**src/isq_pkg.sv**
```systemverilog
// issue queue shared definitions
// queue sizes, instruction word layout and per-line state bits
`default_nettype none

package isq_pkg;

   //////////////////////////////////////////////////////////////////////
   // queue sizing
   //////////////////////////////////////////////////////////////////////

   // number of queue lines
   localparam int ISQ_DEPTH = 8;
   // bits needed to name one line
   localparam int ISQ_IDX_W = 3;
   // dispatch ports per cycle
   localparam int INST_PORT = 2;
   // full register tag width on the wakeup bus
   localparam int TAG_W = 4;
   // low tag bits kept in the instruction for matching
   localparam int SRC_TAG_W = 3;

   //////////////////////////////////////////////////////////////////////
   // types
   //////////////////////////////////////////////////////////////////////

   // instruction word, 16 bits, msb first
   typedef struct packed {
      // opaque payload
      logic [6:0]           op;
      // dispatched behind an unresolved branch
      logic                 spec;
      // operand not produced yet
      logic                 src_pend;
      // low tag bits of the producer
      logic [SRC_TAG_W-1:0] src_tag;
      logic [TAG_W-1:0]     dst_tag;
   } inst_t;

   // control bits held per line
   typedef struct packed {
      logic valid;
      // waiting on a source tag
      logic src_wait;
      // waiting on a branch resolve
      logic brn_wait;
   } line_state_t;

   // line number, doubles as the issue index
   typedef logic [ISQ_IDX_W-1:0] isq_idx_t;

endpackage

`default_nettype wire

```
**src/isq_ctrl_if.sv**
```systemverilog
// issue queue control bundle
// per-line write and clear strobes toward the lines, line status back out
`timescale 1ns/100ps
`default_nettype none

interface isq_ctrl_if;

   // allocator side
   logic [isq_pkg::ISQ_DEPTH-1:0] wr_en;
   // dispatch port feeding each line
   logic [isq_pkg::ISQ_DEPTH-1:0] wr_port;

   // scheduler side
   logic [isq_pkg::ISQ_DEPTH-1:0] clr_wait;
   logic [isq_pkg::ISQ_DEPTH-1:0] clr_brn_wait;
   logic [isq_pkg::ISQ_DEPTH-1:0] flush;
   logic [isq_pkg::ISQ_DEPTH-1:0] issue_clr;

   // line contents, array position is the line index
   isq_pkg::line_state_t state [isq_pkg::ISQ_DEPTH];
   isq_pkg::inst_t       inst  [isq_pkg::ISQ_DEPTH];

   modport alloc (output wr_en, wr_port, input state);
   modport sched (output clr_wait, clr_brn_wait, flush, issue_clr, input state, inst);
   modport queue (input wr_en, wr_port, clr_wait, clr_brn_wait, flush, issue_clr,
                  output state, inst);

endinterface

`default_nettype wire

```
**src/isq_line.sv**
```systemverilog
// issue queue line
// holds one instruction and its valid, wait and branch-wait bits
`timescale 1ns/100ps
`default_nettype none

module isq_line
(
   input  wire                  clk,
   input  wire                  rst_n,
   input  wire                  wr_en_i,
   input  isq_pkg::inst_t       wr_inst_i,
   input  wire                  clr_wait_i,
   input  wire                  clr_brn_wait_i,
   input  wire                  flush_i,
   input  wire                  issue_clr_i,
   output isq_pkg::line_state_t state_o,
   output isq_pkg::inst_t       inst_o
);

   isq_pkg::line_state_t state_q;
   isq_pkg::inst_t       inst_q;

   // state bits
   always_ff @(posedge clk or negedge rst_n)
   begin
      if (!rst_n)
      begin
         state_q <= '0;
      end
      else if (wr_en_i)
      begin
         // new entry starts with wait bits taken from the instruction
         state_q.valid    <= 1'b1;
         state_q.src_wait <= wr_inst_i.src_pend;
         state_q.brn_wait <= wr_inst_i.spec;
      end
      else
      begin
         // flush and issue both retire the line
         if (flush_i || issue_clr_i)
         begin
            state_q.valid <= 1'b0;
         end
         // operand produced
         if (clr_wait_i)
         begin
            state_q.src_wait <= 1'b0;
         end
         // branch resolved as predicted
         if (clr_brn_wait_i)
         begin
            state_q.brn_wait <= 1'b0;
         end
      end
   end

   // payload, only loaded on a write
   always_ff @(posedge clk)
   begin
      if (wr_en_i)
      begin
         inst_q <= wr_inst_i;
      end
   end

   assign state_o = state_q;
   assign inst_o  = inst_q;

endmodule

`default_nettype wire

```
**src/isq.sv**
```systemverilog
// issue queue line array
// steers each dispatch port to its chosen line and gathers all lines
// onto the control bundle, array position giving the line index
`timescale 1ns/100ps
`default_nettype none

module isq
(
   input  wire            clk,
   input  wire            rst_n,
   input  isq_pkg::inst_t dispatch_inst_i [isq_pkg::INST_PORT],
   isq_ctrl_if.queue      ctrl
);

   //////////////////////////////////////////////////////////////////////
   // port steering
   //////////////////////////////////////////////////////////////////////

   // instruction offered to each line
   isq_pkg::inst_t line_inst [isq_pkg::ISQ_DEPTH];

   for (genvar g = 0; g < isq_pkg::ISQ_DEPTH; g++)
   begin : g_steer
      // wr_port picks the dispatch port for this line
      assign line_inst[g] = dispatch_inst_i[ctrl.wr_port[g]];
   end

   //////////////////////////////////////////////////////////////////////
   // line array
   //////////////////////////////////////////////////////////////////////

   // line g is index g, nothing stored for the index itself
   for (genvar g = 0; g < isq_pkg::ISQ_DEPTH; g++)
   begin : g_line
      isq_line u_line
      (
         .clk            (clk),
         .rst_n          (rst_n),
         .wr_en_i        (ctrl.wr_en[g]),
         .wr_inst_i      (line_inst[g]),
         .clr_wait_i     (ctrl.clr_wait[g]),
         .clr_brn_wait_i (ctrl.clr_brn_wait[g]),
         .flush_i        (ctrl.flush[g]),
         .issue_clr_i    (ctrl.issue_clr[g]),
         .state_o        (ctrl.state[g]),
         .inst_o         (ctrl.inst[g])
      );
   end

endmodule

`default_nettype wire

```
**src/isq_alloc.sv**
```systemverilog
// issue queue allocator
// counts free lines for dispatch ready, maps valid ports onto the
// lowest free lines
`timescale 1ns/100ps
`default_nettype none

module isq_alloc
(
   input  wire [isq_pkg::INST_PORT-1:0] dispatch_valid_i,
   output logic                         dispatch_ready_o,
   isq_ctrl_if.alloc                    ctrl
);

   logic [isq_pkg::ISQ_DEPTH-1:0] free;
   // wide enough to hold ISQ_DEPTH
   logic [isq_pkg::ISQ_IDX_W:0]   free_cnt;
   isq_pkg::isq_idx_t             first_idx;
   isq_pkg::isq_idx_t             second_idx;
   isq_pkg::isq_idx_t             port1_idx;

   //////////////////////////////////////////////////////////////////////
   // free line search
   //////////////////////////////////////////////////////////////////////

   always_comb
   begin
      free_cnt   = '0;
      first_idx  = '0;
      second_idx = '0;
      for (int i = 0; i < isq_pkg::ISQ_DEPTH; i++)
      begin
         free[i] = ~ctrl.state[i].valid;
         if (free[i])
         begin
            free_cnt = free_cnt + 1'b1;
         end
      end
      // walk downward so the lowest free line wins
      for (int i = isq_pkg::ISQ_DEPTH - 1; i >= 0; i--)
      begin
         if (free[i])
         begin
            first_idx = isq_pkg::isq_idx_t'(i);
         end
      end
      // same walk, skipping the first pick
      for (int i = isq_pkg::ISQ_DEPTH - 1; i >= 0; i--)
      begin
         if (free[i] && (isq_pkg::isq_idx_t'(i) != first_idx))
         begin
            second_idx = isq_pkg::isq_idx_t'(i);
         end
      end
   end

   // room for a full dispatch group
   assign dispatch_ready_o = (free_cnt >= 2);

   //////////////////////////////////////////////////////////////////////
   // port to line mapping
   //////////////////////////////////////////////////////////////////////

   // port 1 slides down when port 0 is idle
   assign port1_idx = dispatch_valid_i[0] ? second_idx : first_idx;

   always_comb
   begin
      ctrl.wr_en   = '0;
      ctrl.wr_port = '0;
      if (dispatch_ready_o)
      begin
         if (dispatch_valid_i[0])
         begin
            ctrl.wr_en[first_idx] = 1'b1;
         end
         if (dispatch_valid_i[1])
         begin
            ctrl.wr_en[port1_idx]   = 1'b1;
            ctrl.wr_port[port1_idx] = 1'b1;
         end
      end
   end

endmodule

`default_nettype wire

```
**src/isq_sched.sv**
```systemverilog
// issue queue scheduler
// tag wakeup, branch resolve and flush strobes, and lowest-index
// selection of a ready entry for the issue port
`timescale 1ns/100ps
`default_nettype none

module isq_sched
(
   input  wire                       wake_valid_i,
   input  wire [isq_pkg::TAG_W-1:0]  wake_tag_i,
   input  wire                       brn_resolve_i,
   input  wire                       brn_mispredict_i,
   input  wire                       issue_ready_i,
   output logic                      issue_valid_o,
   output isq_pkg::inst_t            issue_inst_o,
   output isq_pkg::isq_idx_t         issue_idx_o,
   isq_ctrl_if.sched                 ctrl
);

   // lines with nothing left to wait for
   logic [isq_pkg::ISQ_DEPTH-1:0] rdy;
   isq_pkg::isq_idx_t             sel_idx;

   //////////////////////////////////////////////////////////////////////
   // wakeup and resolve
   //////////////////////////////////////////////////////////////////////

   for (genvar g = 0; g < isq_pkg::ISQ_DEPTH; g++)
   begin : g_match
      // only stored waiting entries, low tag bits compared
      assign ctrl.clr_wait[g] = wake_valid_i && ctrl.state[g].valid &&
                                ctrl.state[g].src_wait &&
                                (ctrl.inst[g].src_tag ==
                                 wake_tag_i[isq_pkg::SRC_TAG_W-1:0]);

      // correct prediction releases speculative entries
      assign ctrl.clr_brn_wait[g] = brn_resolve_i && !brn_mispredict_i &&
                                    ctrl.state[g].valid && ctrl.state[g].brn_wait;

      // misprediction kills them
      assign ctrl.flush[g] = brn_resolve_i && brn_mispredict_i &&
                             ctrl.state[g].valid && ctrl.state[g].brn_wait;

      assign rdy[g] = ctrl.state[g].valid && !ctrl.state[g].src_wait &&
                      !ctrl.state[g].brn_wait;
   end

   //////////////////////////////////////////////////////////////////////
   // issue select
   //////////////////////////////////////////////////////////////////////

   // priority encoder, lowest ready line wins
   always_comb
   begin
      sel_idx = '0;
      for (int i = isq_pkg::ISQ_DEPTH - 1; i >= 0; i--)
      begin
         if (rdy[i])
         begin
            sel_idx = isq_pkg::isq_idx_t'(i);
         end
      end
   end

   assign issue_valid_o = |rdy;
   assign issue_inst_o  = ctrl.inst[sel_idx];
   assign issue_idx_o   = sel_idx;

   // retire the offered line on handshake
   always_comb
   begin
      ctrl.issue_clr = '0;
      if (issue_valid_o && issue_ready_i)
      begin
         ctrl.issue_clr[sel_idx] = 1'b1;
      end
   end

endmodule

`default_nettype wire

```
**src/isq_top.sv**
```systemverilog
// issue queue top level
// allocator, line array and scheduler joined by the control bundle
`timescale 1ns/100ps
`default_nettype none

module isq_top
(
   input  wire                          clk,
   input  wire                          rst_n,
   // dispatch
   input  wire [isq_pkg::INST_PORT-1:0] dispatch_valid_i,
   input  isq_pkg::inst_t               dispatch_inst_i [isq_pkg::INST_PORT],
   output logic                         dispatch_ready_o,
   // wakeup
   input  wire                          wake_valid_i,
   input  wire [isq_pkg::TAG_W-1:0]     wake_tag_i,
   // branch resolve
   input  wire                          brn_resolve_i,
   input  wire                          brn_mispredict_i,
   // issue
   output logic                         issue_valid_o,
   output isq_pkg::inst_t               issue_inst_o,
   output isq_pkg::isq_idx_t            issue_idx_o,
   input  wire                          issue_ready_i
);

   isq_ctrl_if ctrl ();

   isq_alloc u_alloc
   (
      .dispatch_valid_i (dispatch_valid_i),
      .dispatch_ready_o (dispatch_ready_o),
      .ctrl             (ctrl.alloc)
   );

   isq u_isq
   (
      .clk             (clk),
      .rst_n           (rst_n),
      .dispatch_inst_i (dispatch_inst_i),
      .ctrl            (ctrl.queue)
   );

   isq_sched u_sched
   (
      .wake_valid_i     (wake_valid_i),
      .wake_tag_i       (wake_tag_i),
      .brn_resolve_i    (brn_resolve_i),
      .brn_mispredict_i (brn_mispredict_i),
      .issue_ready_i    (issue_ready_i),
      .issue_valid_o    (issue_valid_o),
      .issue_inst_o     (issue_inst_o),
      .issue_idx_o      (issue_idx_o),
      .ctrl             (ctrl.sched)
   );

endmodule

`default_nettype wire

```
**config.mk**
```make
export PLATFORM = sky130hd
export DESIGN_NAME = isq_top
export DESIGN_NICKNAME = d
export VERILOG_FILES = /design/src/isq_pkg.sv /design/src/isq_ctrl_if.sv /design/src/isq_line.sv /design/src/isq.sv /design/src/isq_alloc.sv /design/src/isq_sched.sv /design/src/isq_top.sv
export SDC_FILE = /design/constraint.sdc
export NUM_CORES = 1
export LEC_CHECK = 0
export BUFFER_PORTS_ARGS = -buffer_cell sky130_fd_sc_hd__clkbuf_2
export CORE_MARGIN = 3
export CORE_UTILIZATION = 36
export DETAILED_ROUTE_END_ITERATION = 10
export PLACE_DENSITY_LB_ADDON = 0.12
export SLEW_MARGIN = 20
export SYNTH_ARGS = -nofsm -noshare
export SYNTH_HDL_FRONTEND = slang
export SYNTH_SLANG_ARGS = --single-unit
```
**constraint.sdc**
```tcl
create_clock -name clk -period 6.8 [get_ports clk]
set_input_delay 0.34 -clock clk [delete_from_list [all_inputs] [get_ports clk]]
set_output_delay 0.34 -clock clk [all_outputs]
set_load 0.03 [all_outputs]
```
== Word-level counts from Yosys, hierarchy flattened ==
Cells that the tools add are included.
Word-level totals
  logic and storage cells: 362
  input port bits: 44
  flip-flop bits (word level): 152
Operators by class
  reductions and logical operators: 137
  equal/unequal tests: 15
  magnitude comparators: 16
  muxes and demuxes: 105
  bitwise logic cells: 18
  $add $sub $neg: 7
Operators with widths (count)
  two-way mux 16 bit: 26
  two-way mux 3 bit: 33
  logical AND 1 bit: 86
  two-way mux 8 bit: 7
  binary-select mux 16 bit (select 3 bit): 1
  nonzero test 2 bit: 24
  two-way mux 1 bit: 28
  two-way mux 4 bit: 7
  adder 4 x 1 -> 4 bit (second input constant): 6
  equality test 3 bit: 8
  zero test 1 bit: 17
  greater-or-equal comparator 2 bit (second input constant): 8
  NOT 1 -> 2 bit: 8
  < comparator 3 x 4 -> 1 bit (second input constant): 3
  inequality test 3 bit (first input constant): 4
  demux 1 bit (select 3 bit): 3
  greater-or-equal comparator 3 x 1 -> 1 bit (second input constant): 3
  logical OR 1 bit: 8
  NOT 1 bit: 8
  OR 8 bit: 1
  OR reduction 8 bit: 1
  inequality test 2 x 3 -> 1 bit (first input constant): 2
  greater-or-equal comparator 4 x 2 -> 1 bit (second input constant): 1
  greater-or-equal comparator 4 bit (second input constant): 1
  other kinds (4): 4

== Depth between registers and ports, before layout ==
Gate-level depths: netlist (run 1).
  word-level depth: 30
  depth in mapped cells: 25
  gate-level depth less buffers: 22

== Hierarchy ==
Synthesis (run 1) repeated with hierarchy kept, for this count alone.
Second synthesis, totals
  cells, all modules: 897
  area, all modules: 10304.9 sq um
Modules (own cells, without submodules)
  isq_line: cells each 25, sequential area each 555.5 sq um, times used 8, area an instance 593.1 sq um
  isq_sched: cells each 354, sequential area each 0.0 sq um, times used 1, area an instance 2205.9 sq um
  isq: cells each 144, sequential area each 0.0 sq um, times used 1, area an instance 1991.9 sq um
  isq_alloc: cells each 199, sequential area each 0.0 sq um, times used 1, area an instance 1362.6 sq um

== Least setup slack after synthesis (run 1) ==
OpenSTA, ideal clock, no wires.
  path type: register to register
  start point: register u_isq.g_line[1].u_line.state_q (netlist bit u_isq.g_line[1].u_line.state_o[2])
  end point: register u_isq.g_line[1].u_line.inst_q (netlist bit u_isq.g_line[1].u_line.inst_o[0]) (enable)
  buffers on the path: 2
  cell stages (with the launch flop): 25
  arrival time: 5.940 ns
  required time: 6.389 ns
  library setup time: 0.411 ns
  path slack: 0.449 ns
  path through: dfrtp_1 > clkbuf_1 > inv_1 > ha_1 > buf_4 > xor2_1 > inv_1 > ha_1 > xnor2_1 > mux2_2 > o32ai_1 > nand3_1 > inv_1 > ha_1 > nand2_1 > o21ai_0 > ha_1 > xnor2_1 > nor3_1 > o211ai_1 > o211ai_2 > and2_4 > inv_2 > nand2_1 > o21ai_0
On the way
  elaborated cells on any way between the ends: 57
  those cells by class: add/sub (6); order compare (5); eq/ne (7); mux (26); bitwise (2); reduce/logical (11)
RTL lines
  start, declared: RTL line isq_line.sv:20  | isq_pkg::line_state_t state_q;
  two-way mux 4 bit *: RTL line isq_alloc.sv:33  | if (free[i])
  adder 4 x 1 -> 4 bit: RTL line isq_alloc.sv:35  | free_cnt = free_cnt + 1'b1;
  two-way mux 4 bit *: RTL line isq_alloc.sv:33
  adder 4 x 1 -> 4 bit: RTL line isq_alloc.sv:35
  two-way mux 4 bit *: RTL line isq_alloc.sv:33
  adder 4 x 1 -> 4 bit: RTL line isq_alloc.sv:35
  two-way mux 4 bit *: RTL line isq_alloc.sv:33
  adder 4 x 1 -> 4 bit: RTL line isq_alloc.sv:35
  two-way mux 4 bit *: RTL line isq_alloc.sv:33
  adder 4 x 1 -> 4 bit: RTL line isq_alloc.sv:35
  two-way mux 4 bit *: RTL line isq_alloc.sv:33
  adder 4 x 1 -> 4 bit: RTL line isq_alloc.sv:35
  two-way mux 4 bit *: RTL line isq_alloc.sv:33
  greater-or-equal comparator 4 x 2 -> 1 bit *: RTL line isq_alloc.sv:57  | assign dispatch_ready_o = (free_cnt >= 2);
  via dispatch_ready_o: RTL line isq_top.sv:13  | output logic dispatch_ready_o,
  two-way mux 8 bit *: RTL line isq_alloc.sv:70  | if (dispatch_ready_o)
  via u_isq.g_line[1].u_line.wr_en_i: RTL line isq_line.sv:10  | input wire wr_en_i,
  end signal, assigned: RTL line isq_line.sv:62  | inst_q <= wr_inst_i;
  end, declared: RTL line isq_line.sv:21  | isq_pkg::inst_t inst_q;
The timed path passes the listed nets; every way through them passes the cells marked *. The select of a mux whose other input is x is not followed.
A chain may end at the register's enable or synchronous reset.

== Worst setup path after layout (run 1) ==
  start point: register u_isq.g_line[0].u_line.state_q (netlist bit u_isq.g_line[0].u_line.state_o[2])
  end point: register u_isq.g_line[1].u_line.inst_q (netlist bit u_isq.g_line[1].u_line.inst_o[0]) (enable)
On the way
  cells in the longest elaborated chain, start to end: 19
  elaborated cells on any way between the ends: 58
  those cells by class: add/sub (7); order compare (5); eq/ne (7); mux (26); bitwise (2); reduce/logical (11)
Ends and longest elaborated chain (RTL line)
  start, declared: isq_line.sv:20
  branches (longest 18 deep; another with adder 4 x 1 -> 4 bit)
  two-way mux 8 bit *: isq_alloc.sv:70
  via u_isq.g_line[1].u_line.wr_en_i: isq_line.sv:10
Mark *: on every way through the listed nets, which the timed path passes. The select of a mux whose other input is x is not followed.

==> results of run 1 <==
cell usage in the layout, fill, tap and decap left out, types with 4 or more instances in the layout:
master | synthesis | layout
sky130_fd_sc_hd__edfxtp_1 | 128 | 128
sky130_fd_sc_hd__mux2_2 | 115 | 115
sky130_fd_sc_hd__mux2i_1 | 74 | 74
sky130_fd_sc_hd__clkbuf_2 | 1 | 63
sky130_fd_sc_hd__nand2_1 | 56 | 56
sky130_fd_sc_hd__o22ai_1 | 34 | 34
sky130_fd_sc_hd__nor2_1 | 24 | 24
sky130_fd_sc_hd__xor2_1 | 24 | 24
sky130_fd_sc_hd__dfrtp_1 | 24 | 24
sky130_fd_sc_hd__buf_4 | 8 | 23
sky130_fd_sc_hd__or2_2 | 21 | 21
sky130_fd_sc_hd__nand3_1 | 18 | 18
sky130_fd_sc_hd__clkbuf_16 | 0 | 17
sky130_fd_sc_hd__o21ai_0 | 17 | 14
sky130_fd_sc_hd__inv_1 | 13 | 13
sky130_fd_sc_hd__a21oi_1 | 14 | 12
sky130_fd_sc_hd__o211ai_1 | 12 | 12
sky130_fd_sc_hd__nor3_1 | 11 | 11
sky130_fd_sc_hd__mux2_1 | 10 | 10
sky130_fd_sc_hd__mux2_4 | 10 | 10
sky130_fd_sc_hd__nor2b_1 | 9 | 9
sky130_fd_sc_hd__xnor2_1 | 9 | 9
sky130_fd_sc_hd__nand2b_1 | 8 | 8
sky130_fd_sc_hd__or3_1 | 6 | 6
sky130_fd_sc_hd__a211oi_1 | 6 | 6
sky130_fd_sc_hd__o41ai_1 | 6 | 6
sky130_fd_sc_hd__ha_1 | 6 | 6
sky130_fd_sc_hd__nor3b_1 | 5 | 5
sky130_fd_sc_hd__and3_1 | 5 | 5
sky130_fd_sc_hd__a31oi_1 | 5 | 5
sky130_fd_sc_hd__o32a_1 | 5 | 5
sky130_fd_sc_hd__o32ai_1 | 4 | 4
sky130_fd_sc_hd__and2_1 | 4 | 4
sky130_fd_sc_hd__nand4_1 | 4 | 4
final cells by class:
type	instances	area share
Inverter	14	0.00485
Clock buffer	17	0.0393
Clock inverter	15	0.0110
Multi-Input combinational cell	579	0.444
Sequential cell	152	0.410
Tap cell	335	0.0387
Timing Repair Buffer	90	0.0515
worst paths after layout:
check | cells after the start | to | slack [ns]
worst max register to register | 22 | u_isq.g_line[1].u_line.inst_o[0]$_DFFE_PP_ | 0.47
worst min-delay path | 2 | u_isq.g_line[1].u_line.inst_o[14]$_DFFE_PP_ | 0.32
max in group asynchronous | 2 | u_isq.g_line[0].u_line.state_o[1]$_DFFE_PN0P_ | 5.78
worst min register to register | 2 | u_isq.g_line[3].u_line.state_o[1]$_DFFE_PN0P_ | 0.58
worst max-delay path | 22 | u_isq.g_line[1].u_line.inst_o[0]$_DFFE_PP_ | 0.47
min in group asynchronous | 2 | u_isq.g_line[2].u_line.state_o[2]$_DFFE_PN0P_ | 0.53
through the flow:
stage,hold WS (ns),cell area (µm²)
finish,0.322,10800
global route,0.332,10800
CTS,0.301,10800
detailed placement,0.429,10300
global placement,0.432,10300
floorplan,0.0444,9590
state kept, by name, summed over array words and instances, names as in the netlist:
register / flops
u_isq.g_line.u_line.inst_o: 128
u_isq.g_line.u_line.state_o: 24
layer usage:
| metal | up-vias | routed length, µm |
|---|---|---|
| met3 | 40 | 1440 |
| met5 | - | 0 |
| met2 | 198 | 13600 |
| li1 | 3169 | - |
| met4 | 0 | 613 |
| met1 | 3456 | 12900 |
timing repair:
item	in CTS	in global routing
setup endpoints to repair	0	0
buffers inserted	0	0
hold buffers	1	0
endpoints found under the hold margin	24	0
cells by family after synthesis:
logic type,Yosys count
AND/OR/NAND/NOR,192
flip-flops,152
buffers and inverters,72
XOR/XNOR,37
adder cells (fa/ha/maj),6
AO/OA/AOI/OAI,134
multiplexers,210
==> run metrics, run 1 <==
minimum period implied by the final worst setup slack around 6.3 ns; number of buffers and inverters on the critical path 4; FILL cells approximately 2500; level count of the clock H-tree 4; Core ar. between 20000 and 30000 µm²; post-synthesis share of cell area spent on and, or, nand and nor gates 0.107; dpl hpwl approximately 18000 µm; die width roughly 170 µm; unrepaired setup endpoints after global routing no; number of distinct library cell variants in the gate-level netlist after synthesis 80; busiest grt layer met2; Tcrit/Tclk final 0.930; count of synthesis-stage warnings from yosys 0; result of the run completed; Worst path most repeated cell sky130_fd_sc_hd__ha_1; post-CTS clock slew at the launch and capture registers of the worst setup and hold paths approximately 0.070 ns; vertical extent of the die between 150 and 200 µm; cell area after synthesis 9590 µm²; critical path launch point type flop; critical register-to-register path startpoint u_isq.g_line[0].u_line.state_o[2]$_DFFE_PN0P_; Syn Nets ~850; number of DRC markers after the initial detailed-route iteration between 700 and 800; data arrival time of the critical path roughly 6.4 ns; global-route track usage on met1 0.271; most repeated cell in the gate-level netlist after synthesis sky130_fd_sc_hd__edfxtp_1; filler-free cell count of the finished design approximately 1200; number of storage elements in the synthesis netlist approximately 150; clock tree from TritonCTS done; Global Route Usage Sum 0.198; via count of the routed design 6863; share of async-settable or async-resettable flops after synthesis 0.158; placer's final routability congestion estimate a little under 0.9; Routed Wire Length about 29000 µm; wire length of the first global-routing pass ~43000 µm; combinational family with the most area after synthesis multiplexers; critical-path cell list inv_1, ha_1, xor2_1, inv_1, ha_1, xnor2_1, mux2_2, o32ai_1, nand3_1, inv_1, ha_1, nand2_1, o21ai_0, ha_1, xnor2_1, nor3_1, o211ai_1, o211ai_2, and2_4, or3_4, o21ai_2, buf_4; delay of the slowest cell on the worst path 0.64 ns; count of max-cap constraint violations 0; cell count after synthesis 803; CP Capture Type flop; number of synthesized flops with an enable pin approximately 130; DP Worst Slack between 0.6 and 0.7 ns; total CTS buffers 17; Placed Cells approximately 1200; met3 demand-to-capacity share in global routing 0.0319; initial core utilization 0.367; largest area contributor in the netlist sky130_fd_sc_hd__edfxtp_1; overflow left after global routing 0; clock insertion delay at the later pin of the skew report between 0.4 and 0.5 ns; input/output buffers 63; area share of xor/xnor cells in the synthesized design 0.0390; synth top area cells sky130_fd_sc_hd__edfxtp_1, sky130_fd_sc_hd__mux2_2, sky130_fd_sc_hd__mux2i_1; Finished Core Util 0.414; setup violation total in the final timing report 0; routing usage on met2 0.328; pin count of the biggest net entering global routing 35; number of detailed-routing iterations run before antenna repair 5; die outline area 28600 µm²; number of pins with negative max-slew slack in the final report 0; required time worst endpoint ~7 ns; storage element area 4440 µm²; number of vias per cell after detailed routing 5.71; residual antenna-violating net count after detailed routing 0; mux cell area share after synthesis 0.242; area taken by multi-input logic gates about 4800 µm²; clock tree sinks about 150; startpoint of the lowest-slack hold path dispatch_inst_i[14]; share of Yosys cell area claimed by the top area cell type 0.401; compound-cell area share of the yosys netlist 0.102; transition time of the tightest slew-check pin ~1.1 ns; Critical Path Source u_isq.g_line[0].u_line.state_o[2]$_DFFE_PN0P_; post-synthesis adder-cell area fraction 0.00783; routed wirelength normalized by instance count roughly 24 µm; sequential share of the synthesized area 0.464; Row Count 59; category of the critical setup timing path flop to flop; number of buffers on the longest clock path 2; kind of path behind the tightest hold check input port to flop; share of post-route cells with drive strength above 1 0.332; accumulated negative setup slack 0 ns; Clock Root Buffer sky130_fd_sc_hd__clkbuf_16; number of DRC violations after detailed routing 0; post-synthesis average cell area 11.9 µm²; Antenna Cells 0; CP top delay family simple AND/OR/NAND/NOR gates; Relative slew margins 0.264; via count of the first global-routing pass just over 7000; fin nets approximately 900; maximum clock frequency about 160 MHz; slowest library cell on the worst path sky130_fd_sc_hd__or3_4; initial antenna violation count 0; hold violation count in the final report 0; worst path setup slack after routing around 0.47 ns; Commonest cells post-synth sky130_fd_sc_hd__edfxtp_1, sky130_fd_sc_hd__mux2_2, sky130_fd_sc_hd__mux2i_1; Layout Skew roughly 0.011 ns; post-CTS resize count 0; Synth-to-Final Area Change 13.0%; ports placed on the boundary between 60 and 70; top fanout value on the critical path 21; most common flop cell mapped by yosys sky130_fd_sc_hd__edfxtp_1
Power of run 1 is left out: the tool's default activity adds up to more than one toggle a clock period on the data nets, which glitch-free logic cannot reach.
==> run 2, diff against run 1 <==
--- a/config.mk
+++ b/config.mk
@@ -6,8 +6,8 @@
 export NUM_CORES = 1
 export LEC_CHECK = 0
 export BUFFER_PORTS_ARGS = -buffer_cell sky130_fd_sc_hd__clkbuf_2
-export CORE_MARGIN = 3
-export CORE_UTILIZATION = 36
+export CORE_MARGIN = 4
+export CORE_UTILIZATION = 45
 export DETAILED_ROUTE_END_ITERATION = 10
 export PLACE_DENSITY_LB_ADDON = 0.12
 export SLEW_MARGIN = 20
==> run 2 against run 1 <==
Compared with the run above: sequential share of layout area increased by 0.30 points; critical path depth increased by 1; core utilization increased by 9.9 points; clock-buffer cell count unchanged; sequential cell count unchanged; critical path type unchanged; critical endpoint is now u_isq.g_line[2].u_line.inst_o[11]$_DFFE_PP_; largest cell class unchanged.
==> run metrics, run 2 (same netlist as run 1, synthesis figures left out) <==
minimum period implied by the final worst setup slack about 6.3 ns; clock tree sinks roughly 150; Antenna Cells 0; CP Capture Type flop; number of DRC violations after detailed routing 0; ports placed on the boundary 65; worst hold slack between 0.3 and 0.4 ns; via count of the routed design 6858; pin count of the biggest net entering global routing 26; share of post-route cells with drive strength above 1 0.332; Clock Root Buffer sky130_fd_sc_hd__clkbuf_16; kind of path behind the tightest hold check input port to flop; wire length of the first global-routing pass ~42000 µm; most used cells in the layout excluding fill and tap cells sky130_fd_sc_hd__edfxtp_1, sky130_fd_sc_hd__mux2_2, sky130_fd_sc_hd__mux2i_1; total CTS buffers 17; unrepaired setup endpoints after global routing no; number of pins with negative max-slew slack in the final report 0; DP Worst Slack 0.318 ns; required time worst endpoint roughly 7 ns; Layout Skew about 0.0091 ns; Finished Cell Area ~11000 µm²; Global Route Usage Sum 0.229; clock insertion delay at the later pin of the skew report between 0.4 and 0.5 ns; placer's final routability congestion estimate about 0.86; Relative slew margins 0.217; die outline area 23700 µm²; commonest non-fill, non-tap cell in the layout sky130_fd_sc_hd__edfxtp_1; number of buffers on the longest clock path 2; data arrival time of the critical path approximately 6.5 ns; maximum clock frequency between 150 and 200 MHz; die width 154 µm; category of the critical setup timing path flop to flop; top fanout value on the critical path 21; accumulated negative setup slack 0 ns; initial core utilization 0.457; number of vias per cell after detailed routing around 6; Row Count 53; dpl hpwl around 18000 µm; clock tree from TritonCTS done; Core ar. 21000 µm²; Routed Wire Length about 27000 µm; routed wirelength normalized by instance count ~24 µm; initial antenna violation count 0; post-CTS clock slew at the launch and capture registers of the worst setup and hold paths approximately 0.070 ns; Synth-to-Final Area Change 12.2%; number of DRC markers after the initial detailed-route iteration just over 500; residual antenna-violating net count after detailed routing 0; hold violation count in the final report 0; level count of the clock H-tree 4; via count of the first global-routing pass about 7000; number of flip-flops in the largest register between 100 and 150; Tcrit/Tclk final 0.922; setup violation total in the final timing report 0; overflow left after global routing 0; number of detailed-routing iterations run before antenna repair 5; count of max-cap constraint violations 0; result of the run completed; critical path launch point type flop; fin nets 899; vertical extent of the die around 150 µm; worst path setup slack after routing ~0.53 ns; cell area after placement approximately 10000 µm²; transition time of the tightest slew-check pin ~1.2 ns; input/output buffers 63
[run 2: changes by cell type in the layout (fill, tap and decap cells not counted), sizes merged]
cell,change
clkinv,+2
clkinvlp,-2
buf,-5
[run 2: metal layers]
metal | wire (µm) | share of wire | track usage | up-vias
li1 | - | - | - | 3166
met1 | 12000 | 0.44 | 0.302 | 3426
met2 | 13100 | 0.48 | 0.379 | 231
met3 | 1490 | 0.055 | 0.0481 | 35
met4 | 571 | 0.021 | 0.0711 | 0
met5 | 0 | 0 | 0 | -
[run 2: cell type report]
type	count	area [µm²]
clock buffers	17	425
clock inverters	15	138
fillers	1927	10200
inverters	14	52.6
multi-input cells	579	4830
flip-flops and latches	152	4440
well taps	275	344
repair buffers	85	520
[run 2: repair_timing]
item | in CTS | in global routing
buffers inserted | 0 | 3
endpoints found under the hold margin | 24 | 0
endpoints found under the setup margin | 0 | 67
gates resized for setup | 0 | 3
hold buffers | 1 | 0
[run 2: through the flow]
step / cells / util
after CTS: 1134 / 0.511
after global placement: 1101 / 0.483
after global routing: 1137 / 0.513
final: 1137 / 0.513
after detailed placement: 1101 / 0.483
after floorplan: 803 / -
[run 2: path summary, 6_finish.rpt]
| path | from | endpoint | slack (ns) | cells past startpoint |
|---|---|---|---|---|
| min in group asynchronous | rst_n | u_isq.g_line[1].u_line.state_o[0]$_DFFE_PN0P_ | 0.49 | 2 |
| worst min-delay path | dispatch_inst_i[10] | u_isq.g_line[1].u_line.inst_o[10]$_DFFE_PP_ | 0.30 | 2 |
| worst min register to register | u_isq.g_line[3].u_line.state_o[1]$_DFFE_PN0P_ | u_isq.g_line[3].u_line.state_o[1]$_DFFE_PN0P_ | 0.57 | 2 |
| worst max-delay path | u_isq.g_line[1].u_line.state_o[2]$_DFFE_PN0P_ | u_isq.g_line[2].u_line.inst_o[11]$_DFFE_PP_ | 0.53 | 23 |
| worst max register to register | u_isq.g_line[1].u_line.state_o[2]$_DFFE_PN0P_ | u_isq.g_line[2].u_line.inst_o[11]$_DFFE_PP_ | 0.53 | 23 |
| max in group asynchronous | rst_n | u_isq.g_line[4].u_line.state_o[0]$_DFFE_PN0P_ | 5.86 | 2 |
[run 2: worst max-delay path, cell delays in order, from the launching register on]
cell                       delay (ns)
sky130_fd_sc_hd__dfrtp_1         0.62
sky130_fd_sc_hd__inv_1           0.15
sky130_fd_sc_hd__ha_1            0.35
sky130_fd_sc_hd__xor2_1          0.26
sky130_fd_sc_hd__inv_1           0.07
sky130_fd_sc_hd__ha_1            0.36
sky130_fd_sc_hd__xnor2_1         0.18
sky130_fd_sc_hd__mux2_2          0.35
sky130_fd_sc_hd__o32ai_1         0.40
sky130_fd_sc_hd__nand3_1         0.17
sky130_fd_sc_hd__inv_1           0.09
sky130_fd_sc_hd__ha_1            0.24
sky130_fd_sc_hd__nand2_1         0.11
sky130_fd_sc_hd__o21ai_0         0.10
sky130_fd_sc_hd__ha_1            0.22
sky130_fd_sc_hd__xnor2_1         0.22
sky130_fd_sc_hd__nor3_1          0.07
sky130_fd_sc_hd__o211ai_1        0.27
sky130_fd_sc_hd__o211ai_2        0.25
sky130_fd_sc_hd__and2_4          0.34
sky130_fd_sc_hd__inv_2           0.20
sky130_fd_sc_hd__nand3_2         0.31
sky130_fd_sc_hd__buf_4           0.35
sky130_fd_sc_hd__mux2_2          0.30
Power of run 2 is left out for the same reason.
==> run 3, diff against run 2 <==
--- a/config.mk
+++ b/config.mk
@@ -6,11 +6,12 @@
 export NUM_CORES = 1
 export LEC_CHECK = 0
 export BUFFER_PORTS_ARGS = -buffer_cell sky130_fd_sc_hd__clkbuf_2
-export CORE_MARGIN = 4
 export CORE_UTILIZATION = 45
 export DETAILED_ROUTE_END_ITERATION = 10
 export PLACE_DENSITY_LB_ADDON = 0.12
+export RECOVER_POWER = 100
 export SLEW_MARGIN = 20
 export SYNTH_ARGS = -nofsm -noshare
 export SYNTH_HDL_FRONTEND = slang
+export SYNTH_HIERARCHICAL = 1
 export SYNTH_SLANG_ARGS = --single-unit
==> run 3 against run 2 <==
Compared with the run above: the run now ends with max-capacitance violations, max-slew violations left; synthesized cell count up 12%; worst hold slack worse by 0.0038 ns; core utilization fell by 2.8 points; first-iteration DRC count rose by 19%; clock-buffer cell count rose by 2; worst setup slack gained 0.18 ns; highest routed layer unchanged.
==> run metrics, run 3 <==
transition time of the tightest slew-check pin around 2.6 ns; die width between 150 and 200 µm; Layout Skew ~0.011 ns; kind of path behind the tightest hold check input port to flop; setup violation total in the final timing report 0; top fanout value on the critical path 17; sequential share of the synthesized area 0.431; Hold Path Stages 2; initial antenna violation count 0; ports placed on the boundary 65; clock tree sinks 152; most common flop cell mapped by yosys sky130_fd_sc_hd__edfxtp_1; input/output buffers 63; fin nets 987; Row Count 55; Routed Wire Length 29000 µm; Finished Core Util 0.485; accumulated negative setup slack 0 ns; clock insertion delay at the later pin of the skew report about 0.43 ns; placer's final routability congestion estimate ~0.8; share of Yosys cell area claimed by the top area cell type 0.373; number of flip-flops in the largest register 128; Antenna Cells 0; most repeated cell in the gate-level netlist after synthesis sky130_fd_sc_hd__edfxtp_1; Global Route Usage Sum 0.249; unrepaired setup endpoints after global routing no; data arrival time of the critical path ~6.2 ns; DP Worst Slack 0.889 ns; dpl hpwl between 15000 and 20000 µm; share of post-route cells with drive strength above 1 0.200; required time worst endpoint a little under 7 ns; Syn Nets approximately 950; endpoint of the worst-slack reg-to-reg timing path u_isq/g_line[6].u_line/inst_o[12]$_DFFE_PP_; share of async-settable or async-resettable flops after synthesis 0.158; Tcrit/Tclk final 0.896; routed wirelength normalized by instance count approximately 23 µm; post-CTS clock slew at the launch and capture registers of the worst setup and hold paths around 0.07 ns; Clock Root Buffer sky130_fd_sc_hd__clkbuf_16; residual antenna-violating net count after detailed routing 0; result of the run complete, but fails checks; number of vias per cell after detailed routing 6.00; via count of the routed design about 7400; startpoint of the lowest-slack hold path dispatch_inst_i[27]; clock tree from TritonCTS done; synth top area cells sky130_fd_sc_hd__edfxtp_1, sky130_fd_sc_hd__mux2_4, sky130_fd_sc_hd__dfrtp_1; maximum clock frequency around 160 MHz; CP Capture Type flop; Relative slew margins -0.725; critical register-to-register path startpoint u_isq/g_line[0].u_line/state_o[2]$_DFFE_PN0P_; number of buffers on the longest clock path 2; number of pins with negative max-slew slack in the final report 80; overflow left after global routing 0; depth of the most critical reg-to-reg path 18; worst path setup slack after routing between 0.7 and 0.8 ns; number of distinct library cell variants in the gate-level netlist after synthesis slightly above 70; largest area contributor in the netlist sky130_fd_sc_hd__edfxtp_1; via count of the first global-routing pass 7100; category of the critical setup timing path flop to flop; critical path launch point type flop; hold violation count in the final report 0; number of buffers inserted by post-CTS setup repair 0; minimum period implied by the final worst setup slack between 6 and 7 ns; Core ar. 22600 µm²; Synth-to-Final Area Change 6.29%; cell area after synthesis ~10000 µm²; wire length of the first global-routing pass between 40000 and 50000 µm; number of DRC violations after detailed routing 0; commonest non-fill, non-tap cell in the layout sky130_fd_sc_hd__edfxtp_1; die outline area around 24000 µm²; number of storage elements in the synthesis netlist about 150; number of synthesized flops with an enable pin 128; level count of the clock H-tree 4; most used cells in the layout excluding fill and tap cells sky130_fd_sc_hd__edfxtp_1, sky130_fd_sc_hd__mux2_1, sky130_fd_sc_hd__nor2_1; post-synthesis average cell area between 10 and 15 µm²; initial core utilization 0.457; number of DRC markers after the initial detailed-route iteration between 600 and 700; end point of the most critical hold path u_isq/g_line[4].u_line/inst_o[11]$_DFFE_PP_; number of detailed-routing iterations run before antenna repair 5; pin count of the biggest net entering global routing 51; Commonest cells post-synth sky130_fd_sc_hd__edfxtp_1, sky130_fd_sc_hd__mux2_4, sky130_fd_sc_hd__nor2_1; total CTS buffers 17; count of synthesis-stage warnings from yosys 6; failing checks max-capacitance violations, max-slew violations; vertical extent of the die 153 µm; worst hold slack 0.298 ns; register-to-register setup slack around 0.71 ns; cell count after synthesis about 900; count of max-cap constraint violations 2
run 3: worst max path at each step:
| stage | startpoint | to | slack, ns | cells past startpoint |
|---|---|---|---|---|
| 2_1_floorplan | u_isq/g_line[1].u_line/state_o[2]$_DFFE_PN0P_ | u_isq/g_line[2].u_line/state_o[0]$_DFFE_PN0P_ | 0.51 | 22 |
| 3_3_place_gp | u_isq/g_line[1].u_line/state_o[2]$_DFFE_PN0P_ | u_isq/g_line[4].u_line/state_o[1]$_DFFE_PN0P_ | 0.94 | 20 |
| 3_5_place_dp | u_isq/g_line[1].u_line/state_o[2]$_DFFE_PN0P_ | u_isq/g_line[1].u_line/state_o[1]$_DFFE_PN0P_ | 0.89 | 20 |
| 4_1_cts | u_isq/g_line[1].u_line/state_o[2]$_DFFE_PN0P_ | dispatch_ready_o | 0.73 | 18 |
| 5_1_grt | u_isq/g_line[1].u_line/state_o[2]$_DFFE_PN0P_ | u_isq/g_line[6].u_line/inst_o[12]$_DFFE_PP_ | 0.28 | 19 |
| 6_report | u_isq/g_line[0].u_line/state_o[2]$_DFFE_PN0P_ | u_isq/g_line[6].u_line/inst_o[12]$_DFFE_PP_ | 0.71 | 18 |
run 3: critical path, cell delays in order, from the launching register on:
cell and delay, ns:
sky130_fd_sc_hd__dfrtp_1 0.36, sky130_fd_sc_hd__inv_1 0.06, sky130_fd_sc_hd__ha_1 0.66, sky130_fd_sc_hd__o221ai_1 0.22, sky130_fd_sc_hd__a21oi_1 0.28, sky130_fd_sc_hd__ha_1 0.33, sky130_fd_sc_hd__xor2_1 0.15, sky130_fd_sc_hd__a211oi_1 0.09
sky130_fd_sc_hd__o32ai_1 0.48, sky130_fd_sc_hd__nor2_1 0.15, sky130_fd_sc_hd__ha_1 0.32, sky130_fd_sc_hd__nor2b_1 0.15, sky130_fd_sc_hd__or2_2 0.33, sky130_fd_sc_hd__ha_1 0.20, sky130_fd_sc_hd__xnor3_1 0.37, sky130_fd_sc_hd__o211ai_1 0.16
sky130_fd_sc_hd__a2bb2oi_4 0.21, sky130_fd_sc_hd__a21oi_2 0.79, sky130_fd_sc_hd__clkbuf_1 0.42
run 3: final cells by class:
class | instances | area, µm²
Inverter | 44 | 168
Multi-Input combinational cell | 626 | 4890
Sequential cell | 152 | 4440
Timing Repair Buffer | 96 | 513
Tap cell | 285 | 357
Fill cell | 2186 | 11600
Clock buffer | 19 | 433
Clock inverter | 13 | 148
run 3: routing by layer:
metal,part of all wire,routed length [µm],vias up,GRT usage
met2,0.46,13400,282,0.396
met1,0.46,13200,3631,0.347
met5,0,0,-,0
li1,-,-,3470,-
met4,0.015,425,0,0.0798
met3,0.066,1910,33,0.0408
run 3: timing repair:
action                    4_1_cts  5_1_grt
hold buffers                    1        0
hold endpoints to repair       24        0
gates resized for setup         0        0
run 3: cells by family (layout without fill, tap and decap cells):
| group | Yosys count | in the layout | share of synthesized area |
|---|---|---|---|
| adders and majority gates | 7 | 7 | 0.00826 |
| DFF | 152 | 152 | 0.431 |
| xor gates and xnor gates | 38 | 38 | 0.0373 |
| AOI/OAI and AO/OA | 132 | 132 | 0.102 |
| buffers and inverters | 119 | 172 | 0.0686 |
| and+or+nand+nor | 287 | 287 | 0.150 |
| muxes | 162 | 162 | 0.202 |
run 3: metrics by stage:
stage | cell area [µm²] | cells
floorplan | 10300 | 897
global placement | 10800 | 1202
detailed placement | 10800 | 1202
CTS | 11400 | 1235
global route | 11000 | 1235
finish | 11000 | 1235
Power of run 3 is left out for the same reason.
